--- src/hw/cpuPkg.sv ---
package cpuPkg;

  // ---------------------------------------------------------------------------
  // Micro-op encoding
  // ---------------------------------------------------------------------------
  typedef enum logic [3:0]
  {
    nop        = 4'd0,
    setAddrPc  = 4'd1,
    setAddrHl  = 4'd2,
    jumpDecode = 4'd3,
    loadMem    = 4'd4,
    moveReg    = 4'd5,
    aluOp      = 4'd6,
    writeMem   = 4'd7,
    setIe      = 4'd8,
    clearIe    = 4'd9,
    jumpInt    = 4'd10
  } uopCmd_e;

  // Z80 register field codes, 6 is the (HL) operand
  typedef enum logic [2:0]
  {
    regB   = 3'd0,
    regC   = 3'd1,
    regD   = 3'd2,
    regE   = 3'd3,
    regH   = 3'd4,
    regL   = 3'd5,
    regMem = 3'd6,
    regA   = 3'd7
  } regCode_e;

  typedef struct packed
  {
    logic     incPc;
    logic     endFlow;   // Last uop of the flow
    uopCmd_e  cmd;
    regCode_e operand;   // regMem means take the field from the opcode
  } uop_t;

  typedef struct packed
  {
    logic [15:0] addr;
    logic [7:0]  wrData;
    logic        we;
    logic        readReq;
  } memBus_t;

  typedef logic [5:0] flowIdx_t;

  // Flow entry points in the microcode table
  localparam flowIdx_t flowFetch = 6'd0;
  localparam flowIdx_t flowLdImm = 6'd3;
  localparam flowIdx_t flowLdReg = 6'd6;
  localparam flowIdx_t flowAlu   = 6'd7;
  localparam flowIdx_t flowStore = 6'd8;
  localparam flowIdx_t flowEi    = 6'd9;
  localparam flowIdx_t flowDi    = 6'd10;
  localparam flowIdx_t flowNop   = 6'd11;
  localparam flowIdx_t flowInt   = 6'd12;

  // Interrupt vectors, request bit 0 first
  localparam logic [3:0][15:0] intVec = {16'h0060, 16'h0050, 16'h0048, 16'h0040};

  localparam logic [15:0] resetPcDefault = 16'h0000;

endpackage

--- src/hw/microcodeRom.sv ---
`timescale 1ns/1ps

module microcodeRom
(
  input  cpuPkg::flowIdx_t upc,
  output cpuPkg::uop_t     uop
);

  function automatic cpuPkg::uop_t mkUop(input logic inc, input logic eof,
                                         input cpuPkg::uopCmd_e cmd,
                                         input cpuPkg::regCode_e operand);
    cpuPkg::uop_t u;
    u.incPc   = inc;
    u.endFlow = eof;
    u.cmd     = cmd;
    u.operand = operand;
    return u;
  endfunction

  always_comb
  begin
    case (upc)
      // Fetch
      cpuPkg::flowFetch:         uop = mkUop(1'b1, 1'b0, cpuPkg::setAddrPc, cpuPkg::regMem);
      cpuPkg::flowFetch + 6'd1:  uop = mkUop(1'b0, 1'b0, cpuPkg::nop, cpuPkg::regMem);
      cpuPkg::flowFetch + 6'd2:  uop = mkUop(1'b0, 1'b0, cpuPkg::jumpDecode, cpuPkg::regMem);
      // LD r,d8
      cpuPkg::flowLdImm:         uop = mkUop(1'b1, 1'b0, cpuPkg::setAddrPc, cpuPkg::regMem);
      cpuPkg::flowLdImm + 6'd1:  uop = mkUop(1'b0, 1'b0, cpuPkg::nop, cpuPkg::regMem);
      cpuPkg::flowLdImm + 6'd2:  uop = mkUop(1'b0, 1'b1, cpuPkg::loadMem, cpuPkg::regMem);
      cpuPkg::flowLdReg:         uop = mkUop(1'b0, 1'b1, cpuPkg::moveReg, cpuPkg::regMem);
      cpuPkg::flowAlu:           uop = mkUop(1'b0, 1'b1, cpuPkg::aluOp, cpuPkg::regA);
      cpuPkg::flowStore:         uop = mkUop(1'b0, 1'b1, cpuPkg::writeMem, cpuPkg::regMem);
      cpuPkg::flowEi:            uop = mkUop(1'b0, 1'b1, cpuPkg::setIe, cpuPkg::regMem);
      cpuPkg::flowDi:            uop = mkUop(1'b0, 1'b1, cpuPkg::clearIe, cpuPkg::regMem);
      cpuPkg::flowNop:           uop = mkUop(1'b0, 1'b1, cpuPkg::nop, cpuPkg::regMem);
      cpuPkg::flowInt:           uop = mkUop(1'b0, 1'b1, cpuPkg::jumpInt, cpuPkg::regMem);
      default:                   uop = mkUop(1'b0, 1'b1, cpuPkg::nop, cpuPkg::regMem);
    endcase
  end

endmodule

--- src/hw/flowDispatch.sv ---
`timescale 1ns/1ps

module flowDispatch
(
  input  logic             iClock,
  input  logic             rstN,
  input  logic [7:0]       memRdData,
  input  logic [3:0]       intReq,
  input  cpuPkg::uop_t     uop,
  input  logic             flowRun,
  output cpuPkg::flowIdx_t nextFlow,
  output logic [7:0]       opcode,
  output logic [15:0]      vector
);

  cpuPkg::flowIdx_t decodedFlow;
  logic [3:0]       intLatch;
  logic             intEnable;
  logic             takeInt;

  // Opcode arrives on the read data in the jumpDecode cycle
  always_ff @(posedge iClock)
  begin
    if (flowRun && uop.cmd == cpuPkg::jumpDecode)
      opcode <= memRdData;
  end

  // --------------------------------------------------------------------------
  // Opcode to flow lookup
  // --------------------------------------------------------------------------
  always_comb
  begin
    decodedFlow = cpuPkg::flowNop;
    case (memRdData[7:6])
      2'b00:
      begin
        if (memRdData[2:0] == cpuPkg::regMem && memRdData[5:3] != cpuPkg::regMem)
          decodedFlow = cpuPkg::flowLdImm;             // LD r,d8
      end
      2'b01:
      begin
        if (memRdData[2:0] != cpuPkg::regMem)
        begin
          if (memRdData[5:3] == cpuPkg::regMem)
            decodedFlow = cpuPkg::flowStore;            // LD (HL),r
          else
            decodedFlow = cpuPkg::flowLdReg;
        end
      end
      2'b10:
      begin
        if (memRdData[5:3] inside {3'd4, 3'd5, 3'd6} && memRdData[2:0] != cpuPkg::regMem)
          decodedFlow = cpuPkg::flowAlu;                // AND, XOR, OR
      end
      default:
      begin
        if (memRdData == 8'hFB)
          decodedFlow = cpuPkg::flowEi;
        else if (memRdData == 8'hF3)
          decodedFlow = cpuPkg::flowDi;
      end
    endcase
  end

  assign takeInt  = intEnable && (intLatch != 4'b0);
  assign nextFlow = takeInt ? cpuPkg::flowInt : decodedFlow;

  // Requests stay latched until the jump is taken
  always_ff @(posedge iClock or negedge rstN)
  begin
    if (!rstN)
    begin
      intLatch  <= 4'b0;
      intEnable <= 1'b0;
    end
    else if (flowRun && uop.cmd == cpuPkg::jumpInt)
    begin
      intLatch  <= 4'b0;
      intEnable <= 1'b0;
    end
    else
    begin
      intLatch <= intLatch | intReq;
      if (flowRun && uop.cmd == cpuPkg::setIe)
        intEnable <= 1'b1;
      else if (flowRun && uop.cmd == cpuPkg::clearIe)
        intEnable <= 1'b0;
    end
  end

  // Lowest request bit wins
  always_comb
  begin
    vector = cpuPkg::intVec[0];
    for (int i = 3; i >= 0; i--)
    begin
      if (intLatch[i])
        vector = cpuPkg::intVec[i];
    end
  end

endmodule

--- src/hw/flowSequencer.sv ---
`timescale 1ns/1ps

module flowSequencer
#(
  parameter logic [15:0] resetPc = cpuPkg::resetPcDefault
)
(
  input  logic             iClock,
  input  logic             rstN,
  input  cpuPkg::flowIdx_t nextFlow,
  input  logic [15:0]      vector,
  output cpuPkg::uop_t     uop,
  output logic             flowRun,
  output logic [15:0]      pc
);

  typedef enum logic [1:0] {stAfterReset, stStartFlow, stRun, stEndFlow} flowState_e;

  flowState_e       state;
  cpuPkg::flowIdx_t upc;

  microcodeRom rom_i
  (
    .upc (upc),
    .uop (uop)
  );

  assign flowRun = (state == stRun);

  // --------------------------------------------------------------------------
  // Flow state and micro program counter
  // --------------------------------------------------------------------------
  always_ff @(posedge iClock or negedge rstN)
  begin
    if (!rstN)
    begin
      state <= stAfterReset;
      upc   <= cpuPkg::flowFetch;
    end
    else
    begin
      case (state)
        stAfterReset: state <= stStartFlow;
        stStartFlow:
        begin
          upc   <= cpuPkg::flowFetch;
          state <= stRun;
        end
        stRun:
        begin
          if (uop.cmd == cpuPkg::jumpDecode)
            upc <= nextFlow;
          else
            upc <= upc + 6'd1;
          if (uop.endFlow)
            state <= stEndFlow;
        end
        default: state <= stStartFlow;   // End of flow
      endcase
    end
  end

  always_ff @(posedge iClock or negedge rstN)
  begin
    if (!rstN)
      pc <= resetPc;
    else if (flowRun && uop.cmd == cpuPkg::jumpInt)
      pc <= vector;
    else if (flowRun && uop.incPc)
      pc <= pc + 16'd1;
  end

endmodule

--- src/hw/uopExecute.sv ---
`timescale 1ns/1ps

module uopExecute
(
  input  logic         iClock,
  input  logic         rstN,
  input  cpuPkg::uop_t uop,
  input  logic         flowRun,
  input  logic [7:0]   opcode,
  input  logic [7:0]   memRdData,
  output logic [15:0]  hl,
  output logic [7:0]   storeData
);

  // Indexed by register code, slot 6 is never written
  logic [7:0]       regFile [8];
  cpuPkg::regCode_e dstCode;
  logic [7:0]       srcData;
  logic [7:0]       aluResult;
  logic [7:0]       wrValue;
  logic             wrEn;

  assign dstCode = (uop.operand == cpuPkg::regMem) ? cpuPkg::regCode_e'(opcode[5:3])
                                                   : uop.operand;
  assign srcData = regFile[opcode[2:0]];

  // --------------------------------------------------------------------------
  // ALU and write decode
  // --------------------------------------------------------------------------
  always_comb
  begin
    case (opcode[4:3])
      2'b00:   aluResult = regFile[cpuPkg::regA] & srcData;
      2'b01:   aluResult = regFile[cpuPkg::regA] ^ srcData;
      default: aluResult = regFile[cpuPkg::regA] | srcData;
    endcase
  end

  always_comb
  begin
    wrEn    = 1'b0;
    wrValue = srcData;
    case (uop.cmd)
      cpuPkg::loadMem:
      begin
        wrEn    = flowRun;
        wrValue = memRdData;                  // Immediate byte
      end
      cpuPkg::moveReg: wrEn = flowRun;
      cpuPkg::aluOp:
      begin
        wrEn    = flowRun;
        wrValue = aluResult;
      end
      default: wrEn = 1'b0;
    endcase
  end

  always_ff @(posedge iClock or negedge rstN)
  begin
    if (!rstN)
    begin
      for (int i = 0; i < 8; i++)
        regFile[i] <= 8'h00;
    end
    else if (wrEn && dstCode != cpuPkg::regMem)
    begin
      regFile[dstCode] <= wrValue;
    end
  end

  assign hl        = {regFile[cpuPkg::regH], regFile[cpuPkg::regL]};
  assign storeData = srcData;

endmodule

--- src/hw/busInterface.sv ---
`timescale 1ns/1ps

module busInterface
(
  input  logic            iClock,
  input  logic            rstN,
  input  cpuPkg::uop_t    uop,
  input  logic            flowRun,
  input  logic [15:0]     pc,
  input  logic [15:0]     hl,
  input  logic [7:0]      storeData,
  output cpuPkg::memBus_t memBus
);

  logic [15:0] addrQ;
  logic [7:0]  wrDataQ;
  logic        weQ;
  logic        readReqQ;

  always_ff @(posedge iClock or negedge rstN)
  begin
    if (!rstN)
    begin
      addrQ    <= 16'h0000;
      weQ      <= 1'b0;
      readReqQ <= 1'b0;
    end
    else
    begin
      weQ      <= flowRun && uop.cmd == cpuPkg::writeMem;   // One cycle strobe
      readReqQ <= flowRun && uop.cmd == cpuPkg::setAddrPc;
      if (flowRun && uop.cmd == cpuPkg::setAddrPc)
        addrQ <= pc;
      else if (flowRun && (uop.cmd == cpuPkg::writeMem || uop.cmd == cpuPkg::setAddrHl))
        addrQ <= hl;
    end
  end

  always_ff @(posedge iClock)
  begin
    if (flowRun && uop.cmd == cpuPkg::writeMem)
      wrDataQ <= storeData;
  end

  always_comb
  begin
    memBus.addr    = addrQ;
    memBus.wrData  = wrDataQ;
    memBus.we      = weQ;
    memBus.readReq = readReqQ;
  end

endmodule

--- src/hw/gbCpuCore.sv ---
`timescale 1ns/1ps

module gbCpuCore
#(
  parameter logic [15:0] resetPc = cpuPkg::resetPcDefault
)
(
  input  logic            iClock,
  input  logic            rstN,
  input  logic [7:0]      memRdData,
  input  logic [3:0]      intReq,
  output cpuPkg::memBus_t memBus
);

  cpuPkg::uop_t     uop;
  cpuPkg::flowIdx_t nextFlow;
  logic             flowRun;
  logic [7:0]       opcode;
  logic [15:0]      vector;
  logic [15:0]      pc;
  logic [15:0]      hl;
  logic [7:0]       storeData;

  flowDispatch dispatch_i
  (
    .iClock    (iClock),
    .rstN      (rstN),
    .memRdData (memRdData),
    .intReq    (intReq),
    .uop       (uop),
    .flowRun   (flowRun),
    .nextFlow  (nextFlow),
    .opcode    (opcode),
    .vector    (vector)
  );

  flowSequencer #(.resetPc(resetPc)) sequencer_i
  (
    .iClock   (iClock),
    .rstN     (rstN),
    .nextFlow (nextFlow),
    .vector   (vector),
    .uop      (uop),
    .flowRun  (flowRun),
    .pc       (pc)
  );

  uopExecute execute_i
  (
    .iClock    (iClock),
    .rstN      (rstN),
    .uop       (uop),
    .flowRun   (flowRun),
    .opcode    (opcode),
    .memRdData (memRdData),
    .hl        (hl),
    .storeData (storeData)
  );

  busInterface bus_i
  (
    .iClock    (iClock),
    .rstN      (rstN),
    .uop       (uop),
    .flowRun   (flowRun),
    .pc        (pc),
    .hl        (hl),
    .storeData (storeData),
    .memBus    (memBus)
  );

endmodule

--- config.mk ---
export PLATFORM = sky130hd
export DESIGN_NAME = gbCpuCore
export DESIGN_NICKNAME = d
export VERILOG_FILES = /design/src/hw/cpuPkg.sv /design/src/hw/microcodeRom.sv /design/src/hw/flowDispatch.sv /design/src/hw/flowSequencer.sv /design/src/hw/uopExecute.sv /design/src/hw/busInterface.sv /design/src/hw/gbCpuCore.sv
export SDC_FILE = /design/constraint.sdc
export NUM_CORES = 1
export LEC_CHECK = 0
export ABC_AREA = 1
export BUFFER_PORTS_ARGS = -buffer_cell sky130_fd_sc_hd__buf_2
export CAP_MARGIN = 25
export CORE_UTILIZATION = 30
export CTS_CLUSTER_DIAMETER = 50
export DETAILED_ROUTE_END_ITERATION = 10
export PLACE_DENSITY_LB_ADDON = 0.2
export SLEW_MARGIN = 10
export SYNTH_ARGS = -nofsm -noshare
export SYNTH_HDL_FRONTEND = slang
export SYNTH_SLANG_ARGS = --single-unit
--- constraint.sdc ---
create_clock -name iClock -period 2.3 [get_ports iClock]
set_input_delay 0.115 -clock iClock [delete_from_list [all_inputs] [get_ports iClock]]
set_output_delay 0.115 -clock iClock [all_outputs]
set_load 0.01 [all_outputs]
# Word level (Yosys, flattened, before mapping)
# Memories as Yosys holds them, arrays and structs flattened.
# Index checks and enable logic that the tools add are counted.
# word_totals
register_bits	125
latchBits	0
mem_bits_rw	0
romBits	112
elab_cells	115
memories	1
# classes
n_addsub	2
multipliers	0
n_div	0
magnitude_cmp	3
n_eq_ne	26
shift	0
n_mux	35
n_bitwise	6
n_reduce_logical	24
# mem_list
name	words	width	read_ports	rd_ports_with_merged_regs	wr	line_no	text
(name not given)	16	7	1	0	0	microcodeRom.sv:22	case (upc)
# op_table
op	n
64-bit bitwise mux	1
16-bit 2-to-1 mux	4
6-bit 2-to-1 mux	8
8-bit one-hot mux with 2 select lines	2
8-bit binary-select mux with 3-bit select	1
8-bit demux with 3-bit select	1
8-bit 2-to-1 mux	3
6-bit one-hot mux with 3 select lines	1
16-bit by 1-bit adder with 16-bit output, second input constant	1
4-bit by 3-bit == test with 1-bit output, second input constant	4
8-bit == test, second input constant	2
4-bit 2-to-1 mux	4
3-bit == test, second input constant	5
1-bit logical AND	13
4-bit == test, second input constant	3
6-bit one-hot mux with 2 select lines	1
9-bit 2-to-1 mux	1
3-bit inequality test, second input constant	3
8-bit bitwise AND	1
4-bit by 2-bit == test with 1-bit output, second input constant	2
4-bit greater-or-equal comparator, second input constant	2
3-bit NOT with 4-bit output	2
8-bit bitwise OR	1
8-bit bitwise XOR	1
17 further kinds	29

# Longest topological paths before layout
# Gate-level depths: netlist (run 1).
# logic_depth
depth_word	10
ltp_mapped	17
depth_no_buf	15

# Hierarchy
# A second synthesis (run 1) with hierarchy kept.
# hier_totals
hier_cells	1126
hier_area_um2	8149.1
# by_module_without_submodules
module	n_inst	cells_per_inst	area_per_inst_um2	seq_area_each_um2
uopExecute	1	615	4185.3	1601.5
flowSequencer	1	230	1631.6	600.6
busInterface	1	145	1316.3	690.7
flowDispatch	1	94	784.5	365.4
microcodeRom	1	42	231.5	0.0

# Worst setup path before layout (run 1)
# No wires, ideal clock.
# synth_timing
path_type	register to register
from	reg sequencer_i.upc[0]
to	reg bus_i.wrDataQ[0], enable pin
setup_ps	327
t_arrival_ps	1924
slack_ps	49
path_stages_with_launch	10
n_path_buf	1
path_cell_list	dfrtp_1 > inv_1 > ha_1 > nand2_1 > nand2_1 > nand3_1 > nor2_4 > nand3_2 > clkbuf_1 > inv_1
# synth_between
elab_chain_cells	4
# synth_lines
item	line_no	text
start: declaration	flowSequencer.sv:20	cpuPkg::flowIdx_t upc;
start signal: assignment	flowSequencer.sv:38	upc <= cpuPkg::flowFetch;
start signal: assignment	flowSequencer.sv:46	upc <= cpuPkg::flowFetch;
start signal: assignment	flowSequencer.sv:52	upc <= nextFlow;
memory 16 x 7 bit	-	
9-bit 2-to-1 mux	microcodeRom.sv:22	
4-bit by 3-bit == test with 1-bit output	busInterface.sv:41	if (flowRun && uop.cmd == cpuPkg::writeMem)
1-bit logical AND	busInterface.sv:41	
end signal: assignment	busInterface.sv:42	wrDataQ <= storeData;
end: declaration	busInterface.sv:16	logic [7:0] wrDataQ;
# Every way passes these cells.
# A chain may end at the register's enable or synchronous reset.

# Final worst setup path (run 1)
# layout_timing
from	reg dispatch_i.opcode[0]
to	reg execute_i.regFile (netlist bit execute_i.hl[15])
# layout_between
elab_chain_cells	8
word_cells_on_any_way	10
classes_between	6 x mux; 4 x bitwise
# layout_lines
item	line_no	text
start: declaration	flowDispatch.sv:12	output logic [7:0] opcode,
start signal: assignment	flowDispatch.sv:25	opcode <= memRdData;
3-bit NOT with 4-bit output (implied by the code) (*)	uopExecute.sv:25	assign srcData = regFile[opcode[2:0]];
8-bit binary-select mux with 3-bit select (*)	uopExecute.sv:25	
8-bit 2-to-1 mux (implied by the code) (*) (2 in series)	uopExecute.sv:25	
via bus_i.storeData[7]	busInterface.sv:11	input logic [7:0] storeData,
8-bit bitwise OR, or another cell as far along	uopExecute.sv:35	default: aluResult = regFile[cpuPkg::regA] | srcData;
8-bit one-hot mux with 2 select lines	uopExecute.sv:32	case (opcode[4:3])
8-bit one-hot mux with 2 select lines (*)	uopExecute.sv:43	case (uop.cmd)
64-bit bitwise mux (*)	uopExecute.sv:68	regFile[dstCode] <= wrValue;
end signal: indexed assignment	uopExecute.sv:68	
end: declaration	uopExecute.sv:16	logic [7:0] regFile [8];
# The timed path passes the listed nets; every way through them passes the cells marked *. The select of a mux whose other input is x is not followed.

==> results_dict.tcl, run 1 <==
set metrics [dict create \
    grt_first_pass_wirelength_um 36400 \
    h-tree-depth 4 \
    cp_max_fo 7 \
    synth.avg_cell_area_um2 6.99 \
    p_switching_w 0.00324 \
    maxCapViolCount 0 \
    n_antenna_cell 0 \
    setup_viol 0 \
    dieArea_um2 25300 \
    path_clk_slew_ps 70 \
    ys_types 32 \
    routed_wl_um 22900 \
    nFillCells 2558 \
    ys_seq_area_share_pct 43.2 \
    synth_cells 1059 \
    p_comb_share_pct 32.4 \
    nets 1211 \
    die-height_um 159 \
    max_freq_mhz 457 \
    coreArea_um2 24200 \
    skew_ps 14.6 \
    hold_path_depth 6 \
    r2r-start "dispatch_i.opcode[0]" \
    worstSetupStartpointType "register" \
    routedWlPerCell_um 15.2 \
    syn_area_um2 7400 \
    ys.flop_type "dfrtp_1" \
    yosysTopAreaCellShare_pct 37.5 \
    worstMarginPinSlew_ps 547 \
    swShare_pct 36.9 \
    globalplace.congestion 0.857 \
    synth_top_area_cell "dfrtp_1" \
    async_flop_share_pct 88.8 \
    period_minus_slack_ps 2190 \
    slew_viol_final 0 \
    grt_use_total_pct 18.4 \
    ys_top_cells_by_count "nand2_1 (478), inv_1 (125), dfrtp_1 (111)" \
    dr.pass1.iters 5 \
    ys_warn_count 0 \
    max-slew-margin-rel_pct 63.6 \
    die_w_um 159 \
    final_core_util_pct 39.6 \
    status "finished, final reports clean" \
    clockPowerShare_pct 32.6 \
    synthToLayoutAreaGrowth_pct 29.7 \
    cts_root_buf "clkbuf_16" \
    grt_pass1_vias 6746 \
    initial_core_util_pct 30.5 \
    num_vias 7002 \
    synth-edff-count 14 \
    reg2regPathDepth 15 \
    holdPathEnd "sequencer_i.upc[1]" \
    critPathKind "reg -> reg" \
    synth-seq-cells 125 \
    vdd_drop_max_mv 0.363 \
    clkSinkCount 125 \
    final_antenna_net_count 0 \
    powerDensity_nw_per_um2 914 \
    hpwl_um 16300 \
    drive_gt1_share_pct 21.6 \
    ff2ff_setup_slack_ps 110 \
    drcViolationCount 0 \
    grt_max_degree 38 \
    seq_area_um2 3200 \
    power_frac_seq_pct 35.0 \
    grt-ovfl-total 0 \
    worstPathArrival_ps 2500 \
    fin_crit_sh_pct 95.2 \
    end_kind "register" \
    viasPerCell 4.64 \
    placementRows 57 \
    hold_viol 0 \
    synth_nets 1099 \
    internal-power_w 0.00554 \
    cts_buffer_depth 2 \
    synth_top_cells_by_area "dfrtp_1 (38%), nand2_1 (24%), nand3_1 (7.0%)" \
    timing.setup.tns_ps 0 \
    power.leakage_nw 5.13 \
    fin_cells 1508 \
    rsz0062_at_grt "yes" \
    io_pins 40 \
    multi_input_area_um2 3830 \
    io_buffer_count 39 \
    dpl.cell_count 1459 \
    cts_tree "yes" \
    hold_path_class "in -> reg" \
    clk-insertion-delay-late_ps 440 \
    yosysMostFrequentCell "nand2_1" \
    cp.required_ps 2620 \
    hp-start "memRdData[6]" \
    cts_buffers 17 \
    crit-reg2reg-capture "execute_i.hl[15]" \
    antenna_found_initial 0 \
    initialDrtViolationCount 488 \
]
state kept, by name, summed over array words and instances (netlist names), 2 cells and up:
name,count
bus_i.addrQ,16
sequencer_i.state,2
execute_i.regFile,48
bus_i.wrDataQ,8
sequencer_i.upc,6
execute_i.hl,16
dispatch_i.opcode,6
sequencer_i.pc,16
dispatch_i.intLatch,4
per-stage QoR:
| stage | cell area [µm²] | hold WS [ps] | total power, W | worst slack, ps |
|---|---|---|---|---|
| 6_report | 9600 | 212 | 0.00878 | 111 |
| 2_1_floorplan | 7400 | -181 | 0.00476 | 49.1 |
| 3_3_place_gp | 8460 | 131 | 0.00579 | 54.3 |
| 5_1_grt | 9600 | 277 | 0.00938 | -33.5 |
| 3_5_place_dp | 8460 | 133 | 0.00580 | 33.5 |
| 4_1_cts | 9180 | 205 | 0.00871 | 14.1 |
repair_timing:
action	in CTS	in global routing
hold endpoints to repair	44	0
setup endpoints to repair	0	80
hold buffers	11	0
buffers inserted	0	3
resized for setup	0	102
placed cells by master, fill, tap and decap left out, types with 5 or more instances in the layout:
cell type / count
nand4_1: 14
nor3_2: 8
nand2_2: 46
dfrtp_1: 111
buf_6: 9
clkbuf_16: 19
buf_12: 9
ha_1: 20
nor2_1: 70
nor3_1: 6
dlygate4sd3_1: 11
nor2_2: 8
nand2_4: 8
a21oi_1: 5
nand2_1: 435
nand3_2: 17
inv_1: 120
buf_2: 38
o21ai_0: 21
inv_2: 6
nand3_1: 86
edfxtp_1: 14
buf_4: 56
per-layer routing:
layer	vias to the layer above	wire, µm	GRT usage (%)
met5	-	0	0
met4	0	488	6.08
met1	3362	11200	24.9
met2	108	10700	30.0
li1	3503	-	-
met3	29	554	2.76
kinds of logic after synthesis:
| logic type | count (synthesis) | share of synthesized area (%) |
|---|---|---|
| flops | 125 | 43.2 |
| buf+inv | 161 | 8.84 |
| simple gates | 706 | 40.4 |
| compound gates | 36 | 2.52 |
| xor+xnor | 5 | 0.592 |
| fa+ha+maj | 26 | 4.39 |
worst max-delay path, cell delays in order (launching register included):
cell	delay, ps
edfxtp_1	480
inv_4	160
clkbuf_16	170
buf_4	120
nand2_1	50
nand3_1	60
nand2_1	50
nand2_1	80
nand2_2	90
ha_1	180
o21ai_0	180
nor2_1	60
nand3_1	120
nand3_4	140
nand2_1	100
nand2_1	60
cell type report:
type	instances	area share, %
clock inverters	15	1.94
well taps	324	4.22
clock buffers	17	4.43
flip-flops and latches	125	33.3
repair buffers	127	11.3
inverters	127	4.99
multi-input cells	773	39.9
worst max path at each step:
| stage | from | endpoint | slack, ps | cells past startpoint |
|---|---|---|---|---|
| 2_1_floorplan | sequencer_i.upc[0] | bus_i.wrDataQ[0] | 50 | 9 |
| 3_3_place_gp | dispatch_i.opcode[0] | execute_i.hl[12] | 50 | 17 |
| 3_5_place_dp | dispatch_i.opcode[0] | execute_i.regFile[44] | 30 | 17 |
| 4_1_cts | dispatch_i.opcode[0] | execute_i.regFile[60] | 10 | 17 |
| 5_1_grt | dispatch_i.opcode[0] | execute_i.hl[15] | -30 | 16 |
| 6_report | dispatch_i.opcode[0] | execute_i.hl[15] | 110 | 15 |
power groups by stage:
stage | Combinational (W) | Clock (W) | Sequential [W]
after floorplan | 0.00169 | 0 | 0.00307
after CTS | 0.00273 | 0.00291 | 0.00307
after global placement | 0.00269 | 0 | 0.00310
after global routing | 0.00325 | 0.00299 | 0.00314
after detailed placement | 0.00270 | 0 | 0.00310
final | 0.00284 | 0.00286 | 0.00307
(Power assumes the default switching activity.)
==> run 2: changes to the inputs <==
==> constraint.sdc (replaced) <==
create_clock -name iClock -period 2.35 [get_ports iClock]
set_input_delay 0.1175 -clock iClock [delete_from_list [all_inputs] [get_ports iClock]]
set_output_delay 0.1175 -clock iClock [all_outputs]
set_load 0.01 [all_outputs]
==> results_dict.tcl, run 2 (synthesized netlist as in run 1, its figures left out) <==
set metrics [dict create \
    largest_register_ffs 48 \
    period_minus_slack_ps 2170 \
    slew_viol_final 0 \
    crit-reg2reg-capture "execute_i.regFile[37]" \
    worstPathArrival_ps 2480 \
    grt_max_degree 46 \
    h-tree-depth 4 \
    initial_core_util_pct 30.5 \
    cts_root_buf "clkbuf_16" \
    n_antenna_cell 0 \
    power.leakage_nw 5.00 \
    vdd_drop_max_mv 0.462 \
    worstMarginPinSlew_ps 506 \
    synthToLayoutAreaGrowth_pct 24.8 \
    nets 1199 \
    die-height_um 159 \
    crit_chain "inv_2, buf_12, nand2_1, nand3_1, nand2_1, nand2_1, nand2_1, inv_1, ha_1, o21ai_0, nor2_1, nand3_1, nand3_2, buf_6, nand2_1, nand2_1" \
    cts_buffers 17 \
    io_pins 40 \
    clkSinkCount 125 \
    final_core_util_pct 38.1 \
    hp-start "memRdData[7]" \
    skew_ps 14.9 \
    dr.pass1.iters 5 \
    design_area_um2 9240 \
    grt_first_pass_wirelength_um 35700 \
    reg2regPathDepth 16 \
    critPathKind "reg -> reg" \
    hold_viol 0 \
    setup_viol 0 \
    fin_crit_sh_pct 92.6 \
    die_w_um 159 \
    largest_register "execute_i.regFile" \
    crit_top_cell "nand2_1" \
    coreArea_um2 24200 \
    place_area_um2 8380 \
    cp_max_fo 13 \
    clk-insertion-delay-late_ps 430 \
    hpwl_um 15800 \
    status "finished, final reports clean" \
    initialDrtViolationCount 476 \
    path_clk_slew_ps 60 \
    drcViolationCount 0 \
    io_buffer_count 39 \
    grt-ovfl-total 0 \
    dieArea_um2 25300 \
    final_antenna_net_count 0 \
    drive_gt1_share_pct 15.4 \
    routed_wl_um 21900 \
    r2r-start "dispatch_i.opcode[0]" \
    antenna_found_initial 0 \
    viasPerCell 4.57 \
    powerDensity_nw_per_um2 904 \
    ff2ff_setup_slack_ps 180 \
    final_cell_mix "nand2_1 (475), inv_1 (123), dfrtp_1 (111)" \
    grt_pass1_vias 6745 \
    num_vias 6843 \
    max_stage_delay_ps 430 \
    cts_tree "yes" \
    final_common_cell "nand2_1" \
    hold_path_class "in -> reg" \
    grt_use_total_pct 18.1 \
    holdPathEnd "sequencer_i.upc[3]" \
    maxCapViolCount 0 \
    placementRows 57 \
    hold_path_depth 7 \
    rsz0062_at_grt "yes" \
    routedWlPerCell_um 14.6 \
    cp.required_ps 2660 \
    cts_buffer_depth 2 \
    worstSetupStartpointType "register" \
    cp_slowest_cell "edfxtp_1" \
    max-slew-margin-rel_pct 66.2 \
    globalplace.congestion 0.862 \
    max_freq_mhz 460 \
    end_kind "register" \
]
run 2: changes by cell type in the layout (fill, tap and decap cells not counted), sizes merged:
cell      change
clkinv        -2
bufinv        -1
inv           -1
clkbuf        +2
buf          -11
clkinvlp      +1
run 2: report_power, final:
part / internal (W) / total, W / leakage (nW) / switching (W)
Clock: 0.00169 / 0.00274 / 0.295 / 0.00106
Sequential: 0.00265 / 0.00300 / 1.33 / 0.000349
Combinational: 0.00100 / 0.00261 / 3.38 / 0.00161
Total: 0.00534 / 0.00835 / 5.00 / 0.00301
run 2: how the worst max path moves through the flow:
stage / end / startpoint / cells after the start / slack [ps]
floorplan: bus_i.wrDataQ[0] / sequencer_i.upc[0] / 9 / 100
global placement: execute_i.regFile[0] / sequencer_i.upc[0] / 13 / 110
detailed placement: execute_i.hl[9] / dispatch_i.opcode[0] / 16 / 90
CTS: execute_i.regFile[0] / sequencer_i.upc[0] / 13 / 80
global route: execute_i.regFile[38] / dispatch_i.opcode[0] / 17 / -30
finish: execute_i.regFile[37] / dispatch_i.opcode[0] / 16 / 180
run 2: layout make-up:
type | count | area (µm²)
tap | 324 | 405
multi-input combinational | 773 | 3610
fill | 2612 | 15000
inverter | 127 | 477
clock buffer | 20 | 478
clock inverter | 12 | 131
timing repair buffer | 115 | 941
sequential | 125 | 3200
run 2: repair_timing:
action | 4_1_cts | 5_1_grt
gates resized for setup | 0 | 23
endpoints found under the hold margin | 42 | 0
buffers inserted | 0 | 2
endpoints found under the setup margin | 0 | 73
hold buffers | 11 | 0
run 2: layer usage:
layer / up-vias / share of wire [%] / global-route usage, %
li1: 3475 / - / -
met1: 3212 / 48 / 24.5
met2: 132 / 46 / 29.1
met3: 24 / 4.3 / 3.07
met4: 0 / 1.8 / 5.94
met5: - / 0 / 0
run 2: worst max-delay path: cells and delay by family (launching register included):
kind | cells | cell delay, ps
simple gates | 10 | 780
buf+inv | 4 | 500
flops | 1 | 430
fa+ha+maj | 1 | 210
compound gates | 1 | 150
run 2: metrics by stage:
step           power (W)  TNS (ps)  hold slack (ps)  cells  setup slack (ps)
5_1_grt          0.00897     -36.5              243   1496             -27.3
2_1_floorplan    0.00466         0             -178   1059              99.1
4_1_cts          0.00838         0              200   1493              76.7
3_3_place_gp     0.00557         0              131   1450               105
6_report         0.00835         0              209   1496               175
3_5_place_dp     0.00558         0              124   1450              90.5
